**config.mk**
```make
export PLATFORM = sky130hd
export DESIGN_NAME = ppu
export DESIGN_NICKNAME = d
export VERILOG_FILES = /design/src/logic/ppu_reg_pkg.sv /design/src/logic/ppu_video_pkg.sv /design/src/logic/raster_counter.sv /design/src/logic/bg_tile_fetch.sv /design/src/logic/palette_lookup.sv /design/src/logic/cpu_reg_port.sv /design/src/logic/ppu.sv
export VERILOG_INCLUDE_DIRS = /design/src /design/src/include
export SDC_FILE = /design/constraint.sdc
export NUM_CORES = 1
export LEC_CHECK = 0
export BUFFER_PORTS_ARGS = -buffer_cell sky130_fd_sc_hd__buf_2
export CORE_ASPECT_RATIO = 0.8
export CORE_MARGIN = 5
export CORE_UTILIZATION = 45
export CTS_CLUSTER_SIZE = 28
export DETAILED_ROUTE_END_ITERATION = 8
export PLACE_DENSITY = 0.62
export REMOVE_ABC_BUFFERS = 1
export SETUP_SLACK_MARGIN = 0.3
export SLEW_MARGIN = 25
export SYNTH_ARGS = -nofsm -noshare
export SYNTH_HDL_FRONTEND = slang
export SYNTH_HIERARCHICAL = 1
export SYNTH_SLANG_ARGS = --single-unit
```
**constraint.sdc**
```tcl
create_clock -name clk -period 3.5 [get_ports clk]
set_input_delay 0.7 -clock clk [delete_from_list [all_inputs] [get_ports clk]]
set_output_delay 0.7 -clock clk [all_outputs]
set_load 0.02 [all_outputs]
```
**src/include/ppu_cfg.svh**
```systemverilog
////////////////////////////////////////
// Build constants for the NES background PPU
// Screen and frame timing, video memory map,
// palette window and CPU register selects.
// Include wherever a constant is needed.
////////////////////////////////////////
`ifndef PPU_CFG_SVH
`define PPU_CFG_SVH

// Screen size and blanking, in pixel clocks and scanlines
`define PPU_NES_W        256
`define PPU_NES_H        240
`define PPU_LINE_LEN     320
`define PPU_FRAME_LINES  262
`define PPU_FETCH_LEAD   8      // Tile fetch runs one tile ahead of display

// Video memory map
`define PPU_NAME_BASE    14'h2000
`define PPU_ATTR_OFFSET  14'h03C0  // Attribute bytes at the end of each name table
`define PPU_PALETTE_PAGE 6'h3F     // Address bits 13:8 of the palette window
`define PPU_PAL_ENTRIES  32

// CPU register selects (0x2000 + sel)
`define PPU_SEL_CTRL0    3'd0
`define PPU_SEL_CTRL1    3'd1
`define PPU_SEL_STATUS   3'd2
`define PPU_SEL_ADDR     3'd6
`define PPU_SEL_DATA     3'd7

// Data port address steps
`define PPU_INCR_ACROSS  14'd1
`define PPU_INCR_DOWN    14'd32

`endif

```
**src/logic/ppu_reg_pkg.sv**
```systemverilog
////////////////////////////////////////
// Types of the CPU register side
// Register selects, buffered memory commands,
// control fields and palette writes.
////////////////////////////////////////
`include "ppu_cfg.svh"

package ppu_reg_pkg;

  typedef logic [7:0]  cpu_data_t;   // CPU data byte
  typedef logic [13:0] vram_addr_t;  // Video memory address

  // Register select, low bits of the CPU address
  typedef enum logic [2:0] {
    SEL_CTRL0  = `PPU_SEL_CTRL0,
    SEL_CTRL1  = `PPU_SEL_CTRL1,
    SEL_STATUS = `PPU_SEL_STATUS,
    SEL_ADDR   = `PPU_SEL_ADDR,
    SEL_DATA   = `PPU_SEL_DATA
  } reg_sel_e;

  // Pending data port command, bit 0 valid, bit 1 write
  typedef enum logic [1:0] {
    MEM_NOP   = 2'b00,
    MEM_READ  = 2'b01,
    MEM_WRITE = 2'b11
  } mem_cmd_e;

  // Control fields kept from 0x2000 and 0x2001
  typedef struct packed {
    logic [1:0] nt_sel;     // Name table select
    logic       incr_down;  // Step 32 instead of 1
    logic       bg_table;   // Background pattern table at 0x1000
    logic       nmi_en;     // Pull nvbl low in vblank
    logic       bg_en;      // Show background
  } ctrl_t;

  typedef struct packed {
    logic       we;
    logic [4:0] addr;  // Palette RAM entry
    logic [5:0] data;  // System palette index
  } palette_wr_t;

endpackage

```
**src/logic/ppu_video_pkg.sv**
```systemverilog
////////////////////////////////////////
// Types of the video pipeline
// Raster position, tile shifter contents
// and palette indices passed stage to stage.
////////////////////////////////////////
package ppu_video_pkg;

  typedef logic [8:0] coord_t;    // Pixel or line coordinate
  typedef logic [5:0] sys_idx_t;  // System palette index
  typedef logic [3:0] bg_idx_t;   // Background palette index

  // Stage 1 output
  typedef struct packed {
    coord_t x;
    coord_t y;
    logic   visible;  // Inside the 256x240 picture
    logic   vblank;   // Line 240 and beyond
  } raster_pos_t;

  // Stage 2 output, the tile under the current pixel
  typedef struct packed {
    logic [1:0] attr;     // Attribute pair for this tile
    logic [7:0] bit0;     // Pattern plane 0, MSB is leftmost
    logic [7:0] bit1;     // Pattern plane 1
    logic [2:0] fine_x;   // Pixel within the tile
    logic       visible;
  } tile_data_t;

endpackage

```
**src/logic/raster_counter.sv**
```systemverilog
`timescale 1ns/10ps
////////////////////////////////////////
// Pipeline stage 1, raster position
// Counts pixel clocks over each line and
// lines over each frame, one step per clock.
////////////////////////////////////////
`include "ppu_cfg.svh"

module raster_counter
  import ppu_video_pkg::*;
(
  input  logic        clk,
  input  logic        rst,
  output raster_pos_t pos
);

  coord_t x_q;       // Pixel clock within the line
  coord_t y_q;       // Scanline within the frame
  logic   line_end;

  assign line_end = (x_q == coord_t'(`PPU_LINE_LEN - 1));

  always_ff @(posedge clk)
  begin
    if (rst)
    begin
      x_q <= '0;
      y_q <= '0;
    end
    else
    begin
      x_q <= line_end ? '0 : x_q + 9'd1;
      if (line_end)
        y_q <= (y_q == coord_t'(`PPU_FRAME_LINES - 1)) ? '0 : y_q + 9'd1;
    end
  end

  assign pos.x       = x_q;
  assign pos.y       = y_q;
  assign pos.visible = (x_q < coord_t'(`PPU_NES_W)) && (y_q < coord_t'(`PPU_NES_H));
  assign pos.vblank  = (y_q >= coord_t'(`PPU_NES_H));  // Bus free for the CPU

  a_x_in_line : assert property (@(posedge clk) disable iff (rst)
    x_q < coord_t'(`PPU_LINE_LEN));

endmodule

```
**src/logic/bg_tile_fetch.sv**
```systemverilog
`timescale 1ns/10ps
////////////////////////////////////////
// Pipeline stage 2, background tile fetch
// Reads name, attribute and both pattern
// planes of the next tile in fine x 0..3,
// then loads them at the tile boundary.
////////////////////////////////////////
`include "ppu_cfg.svh"

module bg_tile_fetch
  import ppu_reg_pkg::*;
  import ppu_video_pkg::*;
(
  input  logic        clk,
  input  logic        rst,
  input  raster_pos_t pos,
  input  ctrl_t       ctrl,
  input  cpu_data_t   vram_din,
  output vram_addr_t  fetch_addr,
  output logic        fetch_busy,
  output tile_data_t  tile
);

  logic       line_wrap;   // Tail of hblank, fetch column 0 of next line
  logic       fetch_win;
  coord_t     fetch_row;   // Line whose tile is being fetched
  logic [4:0] fetch_col;   // Tile column being fetched
  cpu_data_t  nxt_name_q;
  cpu_data_t  nxt_attr_q;
  cpu_data_t  nxt_bit0_q;
  cpu_data_t  nxt_bit1_q;
  logic [1:0] nxt_quad_q;  // Quadrant of the next tile in its attribute byte
  tile_data_t tile_q;

  assign line_wrap = (pos.x >= coord_t'(`PPU_LINE_LEN - `PPU_FETCH_LEAD));
  assign fetch_win = (pos.x < coord_t'(`PPU_NES_W - `PPU_FETCH_LEAD)) || line_wrap;
  assign fetch_row = line_wrap ? pos.y + 9'd1 : pos.y;
  assign fetch_col = line_wrap ? 5'd0 : pos.x[7:3] + 5'd1;

  // Bus is ours in the first half of each tile
  assign fetch_busy = ctrl.bg_en && !pos.vblank && fetch_win && !pos.x[2];

  always_comb
  begin
    fetch_addr = '0;
    if (fetch_busy)
      case (pos.x[1:0])
        2'd0: fetch_addr = `PPU_NAME_BASE |
                           {2'b00, ctrl.nt_sel, fetch_row[7:3], fetch_col};
        2'd1: fetch_addr = `PPU_NAME_BASE | `PPU_ATTR_OFFSET |
                           {2'b00, ctrl.nt_sel, 4'h0, fetch_row[7:5], fetch_col[4:2]};
        2'd2: fetch_addr = {1'b0, ctrl.bg_table, nxt_name_q, 1'b0, fetch_row[2:0]};
        default: fetch_addr = {1'b0, ctrl.bg_table, nxt_name_q, 1'b1, fetch_row[2:0]};
      endcase
  end

  // Next-tile bytes, straight off the combinational bus
  always_ff @(posedge clk)
  begin
    if (fetch_busy)
      case (pos.x[1:0])
        2'd0: nxt_name_q <= vram_din;
        2'd1:
        begin
          nxt_attr_q <= vram_din;
          nxt_quad_q <= {fetch_row[4], fetch_col[1]};
        end
        2'd2: nxt_bit0_q <= vram_din;
        default: nxt_bit1_q <= vram_din;
      endcase
  end

  always_ff @(posedge clk)
  begin
    if (rst)
      tile_q <= '0;
    else
    begin
      tile_q.fine_x  <= pos.x[2:0];
      tile_q.visible <= pos.visible;
      // Tile boundary inside the picture
      if ((pos.x[2:0] == 3'd0) && (pos.x < coord_t'(`PPU_NES_W)))
      begin
        tile_q.attr <= nxt_attr_q[{nxt_quad_q, 1'b0} +: 2];
        tile_q.bit0 <= nxt_bit0_q;
        tile_q.bit1 <= nxt_bit1_q;
      end
    end
  end

  assign tile = tile_q;

endmodule

```
**src/logic/palette_lookup.sv**
```systemverilog
`timescale 1ns/10ps
////////////////////////////////////////
// Pipeline stage 3, palette lookup
// Holds the 32-entry palette RAM and turns
// the background index into a registered
// system palette index. CPU port reads and
// writes the RAM alongside.
////////////////////////////////////////
`include "ppu_cfg.svh"

module palette_lookup
  import ppu_reg_pkg::*;
  import ppu_video_pkg::*;
(
  input  logic        clk,
  input  logic        rst,
  input  tile_data_t  tile,
  input  logic        bg_en,
  input  palette_wr_t pal_wr,
  input  logic [4:0]  pal_rd_addr,
  output sys_idx_t    pal_rd_data,
  output sys_idx_t    pix_idx,
  output logic        pix_valid
);

  sys_idx_t   pal_ram [`PPU_PAL_ENTRIES];
  logic       px_bit0;
  logic       px_bit1;
  bg_idx_t    bg_idx;
  logic [4:0] lut_addr;

  // Leftmost pixel sits in bit 7
  assign px_bit0 = tile.bit0[3'd7 - tile.fine_x];
  assign px_bit1 = tile.bit1[3'd7 - tile.fine_x];
  assign bg_idx  = {tile.attr, px_bit1, px_bit0};

  // Transparent pixel shows the backdrop entry
  assign lut_addr = (bg_idx[1:0] == 2'b00) ? 5'd0 : {1'b0, bg_idx};

  always_ff @(posedge clk)
  begin
    if (pal_wr.we)
      pal_ram[pal_wr.addr] <= pal_wr.data;
  end

  assign pal_rd_data = pal_ram[pal_rd_addr];  // Feeds the data port read buffer

  always_ff @(posedge clk)
  begin
    pix_idx <= bg_en ? pal_ram[lut_addr] : '0;
    if (rst)
      pix_valid <= 1'b0;
    else
      pix_valid <= tile.visible;
  end

endmodule

```
**src/logic/cpu_reg_port.sv**
```systemverilog
`timescale 1ns/10ps
////////////////////////////////////////
// CPU register port
// One access per falling edge of ri_ncs.
// Data port accesses are queued and run
// when the tile fetch leaves the bus free.
////////////////////////////////////////
`include "ppu_cfg.svh"

module cpu_reg_port
  import ppu_reg_pkg::*;
  import ppu_video_pkg::*;
(
  input  logic        clk,
  input  logic        rst,
  input  reg_sel_e    ri_sel,
  input  logic        ri_ncs,
  input  logic        ri_r_nw,
  input  cpu_data_t   ri_din,
  output cpu_data_t   ri_dout,
  input  logic        vblank,
  input  logic        fetch_busy,
  input  cpu_data_t   vram_din,
  output vram_addr_t  ri_addr,
  output cpu_data_t   vram_dout,
  output logic        vram_wr,
  output ctrl_t       ctrl,
  output palette_wr_t pal_wr,
  output logic [4:0]  pal_rd_addr,
  input  sys_idx_t    pal_rd_data,
  output logic        nvbl
);

  logic       ncs_q;        // Last chip select, for edge detect
  logic       access;
  logic       vblank_q;
  logic       vbl_flag_q;   // Status bit 7
  logic       byte_hi_q;    // Next 0x2006 write is the high byte
  vram_addr_t addr_q;       // Data port address
  vram_addr_t addr_incr;
  vram_addr_t addr_buf_q;   // Address of the queued command
  cpu_data_t  wr_buf_q;
  cpu_data_t  rd_buf_q;     // Read buffer behind 0x2007
  cpu_data_t  dout_q;
  mem_cmd_e   cmd_q;
  ctrl_t      ctrl_q;
  logic       grant;
  logic       pal_page;

  assign access    = !ri_ncs && ncs_q;
  assign addr_incr = ctrl_q.incr_down ? `PPU_INCR_DOWN : `PPU_INCR_ACROSS;
  assign grant     = (cmd_q != MEM_NOP) && !fetch_busy;
  assign pal_page  = (addr_buf_q[13:8] == `PPU_PALETTE_PAGE);

  ////////////////////////////////////////
  // Control state
  ////////////////////////////////////////
  always_ff @(posedge clk)
  begin
    if (rst)
    begin
      ncs_q      <= 1'b1;
      vblank_q   <= 1'b0;
      vbl_flag_q <= 1'b0;
      byte_hi_q  <= 1'b1;
      addr_q     <= '0;
      cmd_q      <= MEM_NOP;
      ctrl_q     <= '0;
    end
    else
    begin
      ncs_q    <= ri_ncs;
      vblank_q <= vblank;
      if (vblank && !vblank_q)
        vbl_flag_q <= 1'b1;   // Set on entering vblank
      else if (!vblank)
        vbl_flag_q <= 1'b0;
      if (grant)
        cmd_q <= MEM_NOP;     // Command done this cycle
      if (access && ri_r_nw)
        case (ri_sel)
          SEL_STATUS:
          begin
            vbl_flag_q <= 1'b0;  // Read clears the flag and the byte toggle
            byte_hi_q  <= 1'b1;
          end
          SEL_DATA:
          begin
            cmd_q  <= MEM_READ;
            addr_q <= addr_q + addr_incr;
          end
          default: ;
        endcase
      else if (access)
        case (ri_sel)
          SEL_CTRL0:
          begin
            ctrl_q.nt_sel    <= ri_din[1:0];
            ctrl_q.incr_down <= ri_din[2];
            ctrl_q.bg_table  <= ri_din[4];
            ctrl_q.nmi_en    <= ri_din[7];
          end
          SEL_CTRL1: ctrl_q.bg_en <= ri_din[3];
          SEL_ADDR:
          begin
            if (byte_hi_q)
              addr_q[13:8] <= ri_din[5:0];
            else
              addr_q[7:0] <= ri_din;
            byte_hi_q <= !byte_hi_q;
          end
          SEL_DATA:
          begin
            cmd_q  <= MEM_WRITE;
            addr_q <= addr_q + addr_incr;
          end
          default: ;
        endcase
    end
  end

  ////////////////////////////////////////
  // Data buffers
  ////////////////////////////////////////
  always_ff @(posedge clk)
  begin
    if (access && (ri_sel == SEL_DATA))
    begin
      addr_buf_q <= addr_q;
      if (!ri_r_nw)
        wr_buf_q <= ri_din;
    end
    // Bus is ours in the grant cycle, so sample it here
    if (grant && (cmd_q == MEM_READ))
      rd_buf_q <= pal_page ? {2'b00, pal_rd_data} : vram_din;
    if (access && ri_r_nw)
      case (ri_sel)
        SEL_STATUS: dout_q <= {vbl_flag_q, 7'd0};
        SEL_DATA:   dout_q <= rd_buf_q;            // Previous read result
        default:    dout_q <= '0;
      endcase
  end

  assign ri_dout     = (!ri_ncs && ri_r_nw) ? dout_q : '0;
  assign ri_addr     = addr_buf_q;
  assign vram_dout   = wr_buf_q;
  assign vram_wr     = grant && (cmd_q == MEM_WRITE) && !pal_page;
  assign pal_wr.we   = grant && (cmd_q == MEM_WRITE) && pal_page;
  assign pal_wr.addr = addr_buf_q[4:0];
  assign pal_wr.data = wr_buf_q[5:0];
  assign pal_rd_addr = addr_buf_q[4:0];
  assign ctrl        = ctrl_q;
  assign nvbl        = !(vblank && ctrl_q.nmi_en);  // Low in vblank when enabled

  // Write strobe lasts one cycle per queued write
  a_wr_single_pulse : assert property (@(posedge clk) disable iff (rst)
    vram_wr |=> !vram_wr);

endmodule

```
**src/logic/ppu.sv**
```systemverilog
`timescale 1ns/10ps
////////////////////////////////////////
// Background PPU top level
// Chains raster, tile fetch and palette
// stages; CPU port shares the video bus.
////////////////////////////////////////
module ppu
  import ppu_reg_pkg::*;
  import ppu_video_pkg::*;
(
  input  logic       clk,
  input  logic       rst,
  input  reg_sel_e   ri_sel,
  input  logic       ri_ncs,
  input  logic       ri_r_nw,
  input  cpu_data_t  ri_din,
  output cpu_data_t  ri_dout,
  input  cpu_data_t  vram_din,
  output vram_addr_t vram_a,
  output cpu_data_t  vram_dout,
  output logic       vram_wr,
  output logic       nvbl,
  output sys_idx_t   pix_idx,
  output logic       pix_valid
);

  raster_pos_t pos;
  tile_data_t  tile;
  ctrl_t       ctrl;
  palette_wr_t pal_wr;
  logic [4:0]  pal_rd_addr;
  sys_idx_t    pal_rd_data;
  vram_addr_t  fetch_addr;
  vram_addr_t  ri_addr;
  logic        fetch_busy;

  raster_counter raster_i (
    .clk (clk),
    .rst (rst),
    .pos (pos)
  );

  bg_tile_fetch fetch_i (
    .clk        (clk),
    .rst        (rst),
    .pos        (pos),
    .ctrl       (ctrl),
    .vram_din   (vram_din),
    .fetch_addr (fetch_addr),
    .fetch_busy (fetch_busy),
    .tile       (tile)
  );

  palette_lookup palette_i (
    .clk         (clk),
    .rst         (rst),
    .tile        (tile),
    .bg_en       (ctrl.bg_en),
    .pal_wr      (pal_wr),
    .pal_rd_addr (pal_rd_addr),
    .pal_rd_data (pal_rd_data),
    .pix_idx     (pix_idx),
    .pix_valid   (pix_valid)
  );

  cpu_reg_port regs_i (
    .clk         (clk),
    .rst         (rst),
    .ri_sel      (ri_sel),
    .ri_ncs      (ri_ncs),
    .ri_r_nw     (ri_r_nw),
    .ri_din      (ri_din),
    .ri_dout     (ri_dout),
    .vblank      (pos.vblank),
    .fetch_busy  (fetch_busy),
    .vram_din    (vram_din),
    .ri_addr     (ri_addr),
    .vram_dout   (vram_dout),
    .vram_wr     (vram_wr),
    .ctrl        (ctrl),
    .pal_wr      (pal_wr),
    .pal_rd_addr (pal_rd_addr),
    .pal_rd_data (pal_rd_data),
    .nvbl        (nvbl)
  );

  assign vram_a = fetch_busy ? fetch_addr : ri_addr;  // Fetch has priority

endmodule

```
==> impl_metrics.json, run 1 <==
{
  "synth-edff-count": 264,
  "cts.clk_slew.worst_paths_ns": 0.06,
  "busiest_layer": "met1",
  "async_flop_share_pct": 0,
  "grt_pass1_wl_mm": 58.3,
  "clock_sinks": 337,
  "post-place-cells": 1505,
  "drt-total-wl_mm": 38.7,
  "synthToLayoutAreaGrowth_pct": 15.3,
  "worstPathMaxFanout": 2,
  "core_sq_mm": 0.0334,
  "r2r-end": "palette_i/pal_ram[13][4]",
  "fin_crit_sh_pct": 95.7,
  "drtIter0Drc": 946,
  "drv_cap": 0,
  "n_antenna_cell": 0,
  "fillers": 2738,
  "cts_tree": "built",
  "gr-total-overflow": 0,
  "ys_warn_count": 6,
  "worst_pin_slew_ns": 0.886,
  "num_io_pins": 62,
  "first_global_vias": 9328,
  "powerDensity_mw_per_mm2": 485,
  "die_area_sq_mm": 0.0374,
  "ff2ff_path_depth": 8,
  "drive_above_1_share_pct": 28.7,
  "initial_core_util_pct": 45.2,
  "cp.depth": 9,
  "die_width_um": 215,
  "cts_htree_levels": 2,
  "grt_antenna_before_repair": 1,
  "drt_first_pass_iters": 7,
  "synth_flop_cell": "edfxtp_1",
  "arrival_ns": 2.65,
  "cp_slowest_cell": "dfxtp_2",
  "fin_ws_ns": 0.151,
  "yosysTopAreaCell": "edfxtp_1",
  "met1_usage_pct": 30.3,
  "final_antenna_net_count": 0,
  "ys_top_cells_by_area": "edfxtp_1, dfxtp_1, mux4_2",
  "tns_ns": 0,
  "rsz0062_at_grt": "true",
  "crit_path_start": "raster_i/x_q[4]",
  "grt_usage_pct": 20.3,
  "grt_max_degree": 54,
  "routed-via-count": 9625,
  "ys_seq_elements": 337,
  "max_freq_ghz": 0.299,
  "required_ns": 2.80,
  "synth.top_cell.area_share_pct": 52.5,
  "netlist_instances": 1041,
  "leakage_nw": 5.83,
  "insertion_delay_ns": 0.53,
  "fin_skew_ns": 0.0303,
  "relSlewSlack_pct": 40.5,
  "row_count": 60,
  "worstReg2RegStart": "raster_i/x_q[4]",
  "met2_usage_pct": 30.0,
  "io_buffers": 61,
  "startpoint_type": "flop",
  "crit_buf_inv": 2,
  "setup_violations": 0,
  "status": "finished clean",
  "cp_top_family": "compound AO/OA/AOI/OAI gates",
  "gp_congestion": 0.884,
  "ys_types": 91,
  "hpwl_mm": 24.8,
  "ir_drop_mv": 0.372,
  "place_ws_ns": 0.275,
  "final_area_sq_mm": 0.0174,
  "hold_viol": 0,
  "root_buffer": "clkbuf_16",
  "wl_per_cell_um": 24.4,
  "cts-buffers-inserted": 35,
  "cp-end-kind": "output pin",
  "cts_hold_buf": 0,
  "cts_buffer_depth": 3,
  "total_power_mw": 8.45,
  "die_h_um": 174,
  "final_cells": 1587,
  "crit_end": "vram_a[6]",
  "finalMaxSlewViolations": 0,
  "fin_nets": 1159,
  "grtUsageMet3_pct": 5.29,
  "synth_area_per_cell_sq_um": 14.5,
  "dpl_cell_area_sq_mm": 0.0159,
  "final.min_clock_period_ns": 3.35,
  "drc": 0,
  "seq_area_frac_synth_pct": 62.1,
  "vias_per_cell": 6.06,
  "syn_area_sq_mm": 0.0151,
  "path_cells": "ha_4, a211o_1, buf_4, a22o_1, nand4_1, xnor2_2, o311a_1, mux2_4, buf_6",
  "path_class": "flop to output pin",
  "slowest_delay_ns": 0.33,
  "r2r_slack_ns": 0.32,
  "hp-class": "input pin to flop"
}
cells by family (layout without fill, tap and decap cells):
group,Yosys count,count (layout),share of synthesized area [%]
AOI/OAI and AO/OA,169,169,8.12
DFF,337,337,62.1
and+or+nand+nor,298,298,10.8
buffers and inverters,86,198,3.19
xor gates and xnor gates,17,17,0.985
muxes,125,125,14.0
adders and majority gates,9,9,0.745
cells in the mapped netlist (15+ instances only):
cell type / instances
mux2_2: 33
mux4_2: 64
o21ai_0: 18
a21oi_1: 37
mux2i_1: 19
a31oi_1: 23
nand3_1: 29
dfxtp_1: 73
buf_4: 21
clkbuf_1: 23
edfxtp_1: 264
and2_1: 16
nor2_1: 70
nand2_1: 69
inv_1: 16
nor3_1: 20
a221oi_1: 15
worst register-to-register path, delay by kind of cell, from the launching register on:
kind	cells	cell delay, ns
AO/OA/AOI/OAI	3	0.74
flip-flops	1	0.33
AND/OR/NAND/NOR	3	1.49
adder cells (fa/ha/maj)	1	0.15
buffers and inverters	1	0.10
report_power, final:
group / internal [mW] / switching, mW
Combinational: 0.201 / 0.335
Clock: 2.05 / 1.53
Sequential: 4.31 / 0.0316
per-stage QoR:
stage | hold slack (ns) | util, %
floorplan | 0.414 | -
global placement | 0.423 | 47.4
detailed placement | 0.436 | 47.5
CTS | 0.344 | 51.7
global route | 0.349 | 52.1
finish | 0.364 | 52.1
layer usage:
layer / part of all wire [%] / up-vias
met5: 0.034 / -
met3: 8.3 / 64
met1: 45 / 4852
li1: - / 4269
met2: 44 / 438
met4: 2.1 / 2
repair_timing:
action / CTS / global route
resized for setup: 50 / 22
setup buffers: 9 / 5
gates cloned: 3 / 1
endpoints found under the setup margin: 21 / 70
pin swaps: 14 / 4
registers in the layout, indices dropped and copies added (netlist names), 2 cells and up:
name and cells:
regs_i/addr_q 14, palette_i/pix_idx 6, regs_i/ri_addr 14, fetch_i/nxt_quad_q 2, raster_i/x_q 9, fetch_i/nxt_attr_q 8
regs_i/vram_dout 8, regs_i/dout_q 8, fetch_i/nxt_bit1_q 8, regs_i/ctrl 6, regs_i/cmd_q 2, fetch_i/nxt_name_q 8
fetch_i/tile 22, fetch_i/nxt_bit0_q 8, palette_i/pal_ram 192, regs_i/rd_buf_q 8, raster_i/y_q 9
cell type report:
cell class	count	area, sq um	area share (%)
clock inverter	19	133	0.761
inverter	17	66.3	0.381
timing repair buffer	118	931	5.34
multi-input combinational	618	5380	30.9
tap	434	543	3.12
sequential	337	9400	53.9
clock buffer	44	971	5.57
worst min-delay path by stage:
stage	start	slack, ns	cells past startpoint	to
final	ri_din[6]	0.36	1	regs_i/vram_dout[6]
after global routing	ri_din[6]	0.35	1	regs_i/vram_dout[6]
after CTS	ri_din[6]	0.34	1	regs_i/vram_dout[6]
after detailed placement	fetch_i/tile[0]	0.44	1	palette_i/pix_valid
after global placement	fetch_i/tile[0]	0.42	1	palette_i/pix_valid
after floorplan	fetch_i/tile[0]	0.41	1	palette_i/pix_valid
placed cells by master, fill, tap and decap left out, types with 9 or more instances in the layout:
| master | synthesis | routed |
|---|---|---|
| o21ai_0 | 18 | 18 |
| buf_4 | 21 | 51 |
| a221oi_1 | 15 | 14 |
| clkbuf_16 | 0 | 37 |
| a21oi_1 | 37 | 36 |
| mux2_4 | 3 | 9 |
| and2_1 | 16 | 16 |
| nand3_1 | 29 | 29 |
| and3_1 | 11 | 10 |
| mux4_2 | 64 | 64 |
| dfxtp_1 | 73 | 67 |
| mux2i_1 | 19 | 19 |
| nor2b_1 | 11 | 11 |
| mux2_2 | 33 | 27 |
| xnor2_1 | 11 | 9 |
| buf_2 | 10 | 48 |
| buf_6 | 7 | 10 |
| a31oi_1 | 23 | 23 |
| nand2b_1 | 13 | 13 |
| nor2_2 | 1 | 11 |
| edfxtp_1 | 264 | 264 |
| nor3_1 | 20 | 19 |
| nand2_1 | 69 | 68 |
| inv_1 | 16 | 15 |
| nor2_1 | 70 | 60 |
No activity file was read; power rests on OpenSTA's default activity.
==> inputs of run 2 (changes only) <==
--- a/config.mk
+++ b/config.mk
@@ -8,11 +8,10 @@
 export LEC_CHECK = 0
 export BUFFER_PORTS_ARGS = -buffer_cell sky130_fd_sc_hd__buf_2
 export CORE_ASPECT_RATIO = 0.8
-export CORE_MARGIN = 5
-export CORE_UTILIZATION = 45
+export CORE_UTILIZATION = 23
 export CTS_CLUSTER_SIZE = 28
 export DETAILED_ROUTE_END_ITERATION = 8
-export PLACE_DENSITY = 0.62
+export PLACE_DENSITY = 0.38
 export REMOVE_ABC_BUFFERS = 1
 export SETUP_SLACK_MARGIN = 0.3
 export SLEW_MARGIN = 25
==> impl_metrics.json, run 2 (same netlist as run 1, synthesis figures left out) <==
{
  "worstPathMaxFanout": 5,
  "core_sq_mm": 0.0646,
  "cts_htree_levels": 2,
  "drt-total-wl_mm": 45.4,
  "grt_max_degree": 54,
  "final_antenna_net_count": 0,
  "place_ws_ns": 0.242,
  "tns_ns": 0,
  "ir_drop_mv": 0.198,
  "grt_pass1_wl_mm": 66.2,
  "routed-via-count": 9512,
  "drt_first_pass_iters": 5,
  "grt_usage_pct": 13.5,
  "num_io_pins": 62,
  "layout_common_cells": "edfxtp_1, buf_4, nand2_1, dfxtp_1, nor2_1",
  "path_class": "flop to output pin",
  "final.min_clock_period_ns": 3.32,
  "setup_violations": 0,
  "die_h_um": 231,
  "fin_skew_ns": 0.0178,
  "cts.clk_slew.worst_paths_ns": 0.06,
  "regArea_sq_mm": 0.00940,
  "fin_nets": 1193,
  "powerDensity_mw_per_mm2": 489,
  "hp-class": "input pin to flop",
  "startpoint_type": "flop",
  "grt_antenna_before_repair": 7,
  "drv_cap": 0,
  "cts_hold_buf": 0,
  "path_cells": "nor4b_4, buf_4, a22oi_4, buf_2, o31a_1, o31ai_1, a21oi_1, mux2_2, buf_2",
  "status": "finished clean",
  "cp_top_family": "compound AO/OA/AOI/OAI gates",
  "multi_input_area_sq_mm": 0.00538,
  "required_ns": 2.80,
  "cp_slowest_cell": "dfxtp_1",
  "cp-end-kind": "output pin",
  "layout_commonest_cell": "edfxtp_1",
  "io_buffers": 61,
  "gp_congestion": 0.780,
  "hold_viol": 0,
  "cts_buffer_depth": 3,
  "gr-total-overflow": 0,
  "hpwl_mm": 30.3,
  "fin_crit_sh_pct": 94.8,
  "clock_sinks": 337,
  "die_area_sq_mm": 0.0667,
  "relSlewSlack_pct": 49.9,
  "first_global_vias": 9385,
  "cts_tree": "built",
  "rsz0062_at_grt": "true",
  "drive_above_1_share_pct": 30.2,
  "worst_pin_slew_ns": 0.752,
  "leakage_nw": 6.01,
  "arrival_ns": 2.62,
  "vias_per_cell": 4.66,
  "max_freq_ghz": 0.301,
  "initial_core_util_pct": 23.4,
  "slowest_delay_ns": 0.33,
  "root_buffer": "clkbuf_16",
  "fin_util_pct": 28.3,
  "drtIter0Drc": 784,
  "largest_reg_flops": 192,
  "crit_buf_inv": 3,
  "wl_per_cell_um": 22.2,
  "insertion_delay_ns": 0.53,
  "die_width_um": 289,
  "finalMaxSlewViolations": 0,
  "cts-buffers-inserted": 39,
  "row_count": 83,
  "fillers": 6610,
  "synthToLayoutAreaGrowth_pct": 20.9,
  "drc": 0,
  "path_common_cell": "buf_2",
  "fin_ws_ns": 0.182,
  "registers.top_by_ff_count": "palette_i/pal_ram"
}
## run 2: metal layers
layer	vias to the layer above	GRT usage (%)	wire length, um
li1	4333	-	-
met1	4881	20.9	22900
met2	242	19.0	19100
met3	54	2.64	2480
met4	2	3.47	862
met5	-	0	13
## run 2: power breakdown
part / switching (mW) / internal (mW)
sequential: 0.0324 / 4.31
combinational: 0.352 / 0.210
clock: 1.64 / 2.38
total: 2.02 / 6.90
## run 2: final cells by class
class / count / area share (%)
antenna: 1 / 0.0137
clock buffer: 49 / 5.83
clock inverter: 22 / 1.03
inverter: 17 / 0.349
multi-input combinational: 618 / 29.5
sequential: 337 / 51.4
tap: 850 / 5.82
timing repair buffer: 148 / 6.07
## run 2: metrics by stage
step | area (sq um) | total power [mW] | hold slack, ns | cells
2_1_floorplan | 14700 | 4.73 | 0.414 | 972
3_3_place_gp | 16600 | 4.99 | 0.434 | 1957
3_5_place_dp | 16700 | 4.99 | 0.449 | 1958
4_1_cts | 18200 | 9.07 | 0.370 | 2040
5_1_grt | 18300 | 9.25 | 0.380 | 2041
6_report | 18300 | 8.93 | 0.397 | 2042
## run 2: worst paths after layout
path,from,to,slack [ns],cells after the start
max,raster_i/x_q[0],vram_a[7],0.18,9
min,ri_din[6],regs_i/vram_dout[6],0.40,1
max reg2reg,raster_i/x_q[4],palette_i/pal_ram[12][1],0.50,10
min reg2reg,fetch_i/tile[0],palette_i/pix_valid,0.45,1
## run 2: what timing repair did
item                       CTS  global route
cloned                       2             0
setup endpoints to repair   45            51
buffers inserted             9             1
pin swaps                   16             1
resized for setup           61             8
==> inputs of run 3 (changes only) <==
==> constraint.sdc (replaced) <==
create_clock -name clk -period 3.5 [get_ports clk]
set_input_delay 0.7 -clock clk [delete_from_list [all_inputs] [get_ports clk]]
set_output_delay 0.7 -clock clk [all_outputs]
set_load 0.05 [all_outputs]
==> impl_metrics.json, run 3 (same netlist as run 1, synthesis figures left out) <==
{
  "status": "finished clean",
  "drt-total-wl_mm": 45.4,
  "post-place-cells": 1967,
  "first_global_vias": 9427,
  "startpoint_type": "flop",
  "hold_depth": 1,
  "cts-buffers-inserted": 39,
  "cts.clk_slew.worst_paths_ns": 0.06,
  "final_cells": 2055,
  "hp-class": "input pin to flop",
  "largest_reg_flops": 192,
  "layout_common_cells": "edfxtp_1, buf_4, dfxtp_1, nor2_1, nand2_1",
  "gp_congestion": 0.783,
  "final_area_sq_mm": 0.0186,
  "drt_first_pass_iters": 5,
  "gr-total-overflow": 0,
  "drive_above_1_share_pct": 30.8,
  "routed-via-count": 9522,
  "insertion_delay_ns": 0.55,
  "worst_pin_slew_ns": 0.826,
  "initial_core_util_pct": 23.4,
  "grt_antenna_before_repair": 7,
  "fin_skew_ns": 0.0162,
  "dpl_cell_area_sq_mm": 0.0167,
  "ir_drop_mv": 0.231,
  "cts_tree": "built",
  "hold_viol": 0,
  "synthToLayoutAreaGrowth_pct": 22.9,
  "fin_crit_sh_pct": 95.9,
  "final.min_clock_period_ns": 3.36,
  "drc": 0,
  "cp-end-kind": "output pin",
  "die_area_sq_mm": 0.0667,
  "final_antenna_net_count": 0,
  "relSlewSlack_pct": 44.9,
  "powerDensity_mw_per_mm2": 500,
  "setup_violations": 0,
  "die_h_um": 231,
  "fin_ws_ns": 0.144,
  "hpwl_mm": 30.2,
  "io_buffers": 61,
  "grt_max_degree": 54,
  "r2r_slack_ns": 0.47,
  "root_buffer": "clkbuf_16",
  "grt_pass1_wl_mm": 65.6,
  "ff2ff_path_depth": 6,
  "cts_hold_buf": 0,
  "wl_per_cell_um": 22.1,
  "cp_slowest_cell": "dfxtp_2",
  "fin_nets": 1205,
  "finalMaxSlewViolations": 0,
  "required_ns": 2.80,
  "place_ws_ns": 0.339,
  "leakage_nw": 6.19,
  "rsz0062_at_grt": "true",
  "core_sq_mm": 0.0646,
  "num_io_pins": 62,
  "slowest_delay_ns": 0.34,
  "registers.top_by_ff_count": "palette_i/pal_ram",
  "clock_sinks": 337,
  "path_class": "flop to output pin",
  "cts_buffer_depth": 3,
  "die_width_um": 289,
  "vias_per_cell": 4.63,
  "fin_util_pct": 28.7,
  "max_freq_ghz": 0.298,
  "layout_commonest_cell": "edfxtp_1",
  "drtIter0Drc": 600,
  "cts_htree_levels": 2,
  "grt_usage_pct": 13.5,
  "drv_cap": 0,
  "worstPathMaxFanout": 9,
  "path_cells": "ha_4, a211o_1, a22oi_4, a21o_1, inv_4, buf_4, o311a_1, mux2_4, buf_8",
  "row_count": 83,
  "arrival_ns": 2.66
}
-- run 3: per-layer routing --
metal  vias to the layer above  GRT usage, %  wire length (um)
met1                      4850          20.2             22400
met3                        65          2.58              2420
met5                         -             0                 0
met4                         0          3.80               898
li1                       4362             -                 -
met2                       245          19.7             19700
-- run 3: final timing paths --
kind,end,startpoint
max,vram_a[6],raster_i/x_q[4]
min,regs_i/vram_dout[6],ri_din[6]
max reg2reg,palette_i/pix_idx[0],fetch_i/tile[1]
min reg2reg,fetch_i/tile[13],fetch_i/tile[13]
-- run 3: through the flow --
stage	power [mW]	TNS (ns)	hold WS, ns
global placement	5.00	0	0.426
CTS	9.43	0	0.338
floorplan	4.75	-8.71	0.414
finish	9.28	0	0.378
global route	9.61	0	0.353
detailed placement	5.00	0	0.446
-- run 3: repair_timing --
item / 4_1_cts / 5_1_grt
setup endpoints to repair: 15 / 15
gates resized for setup: 63 / 14
pin swaps: 21 / 3
setup buffers: 8 / 4
gates cloned: 0 / 2
-- run 3: final cells by class --
type / count / area (sq um)
diodes: 2 / 5.00
clock buffers: 53 / 1120
clock inverters: 18 / 246
fillers: 6555 / 46000
inverters: 17 / 66.3
multi-input cells: 618 / 5390
flip-flops and latches: 337 / 9390
well taps: 850 / 1060
repair buffers: 160 / 1280
-- run 3: report_power, final --
group / total (mW) / internal [mW] / switching [mW]
clock: 4.35 / 2.69 / 1.67
sequential: 4.34 / 4.31 / 0.0320
combinational: 0.586 / 0.214 / 0.371
-- run 3: critical path, delay by kind of cell, from the launching register on --
family	cells	cell delay [ns]
flip-flops	1	0.34
AO/OA/AOI/OAI	4	0.90
adder cells (fa/ha/maj)	1	0.16
multiplexers	1	0.29
buffers and inverters	3	0.42
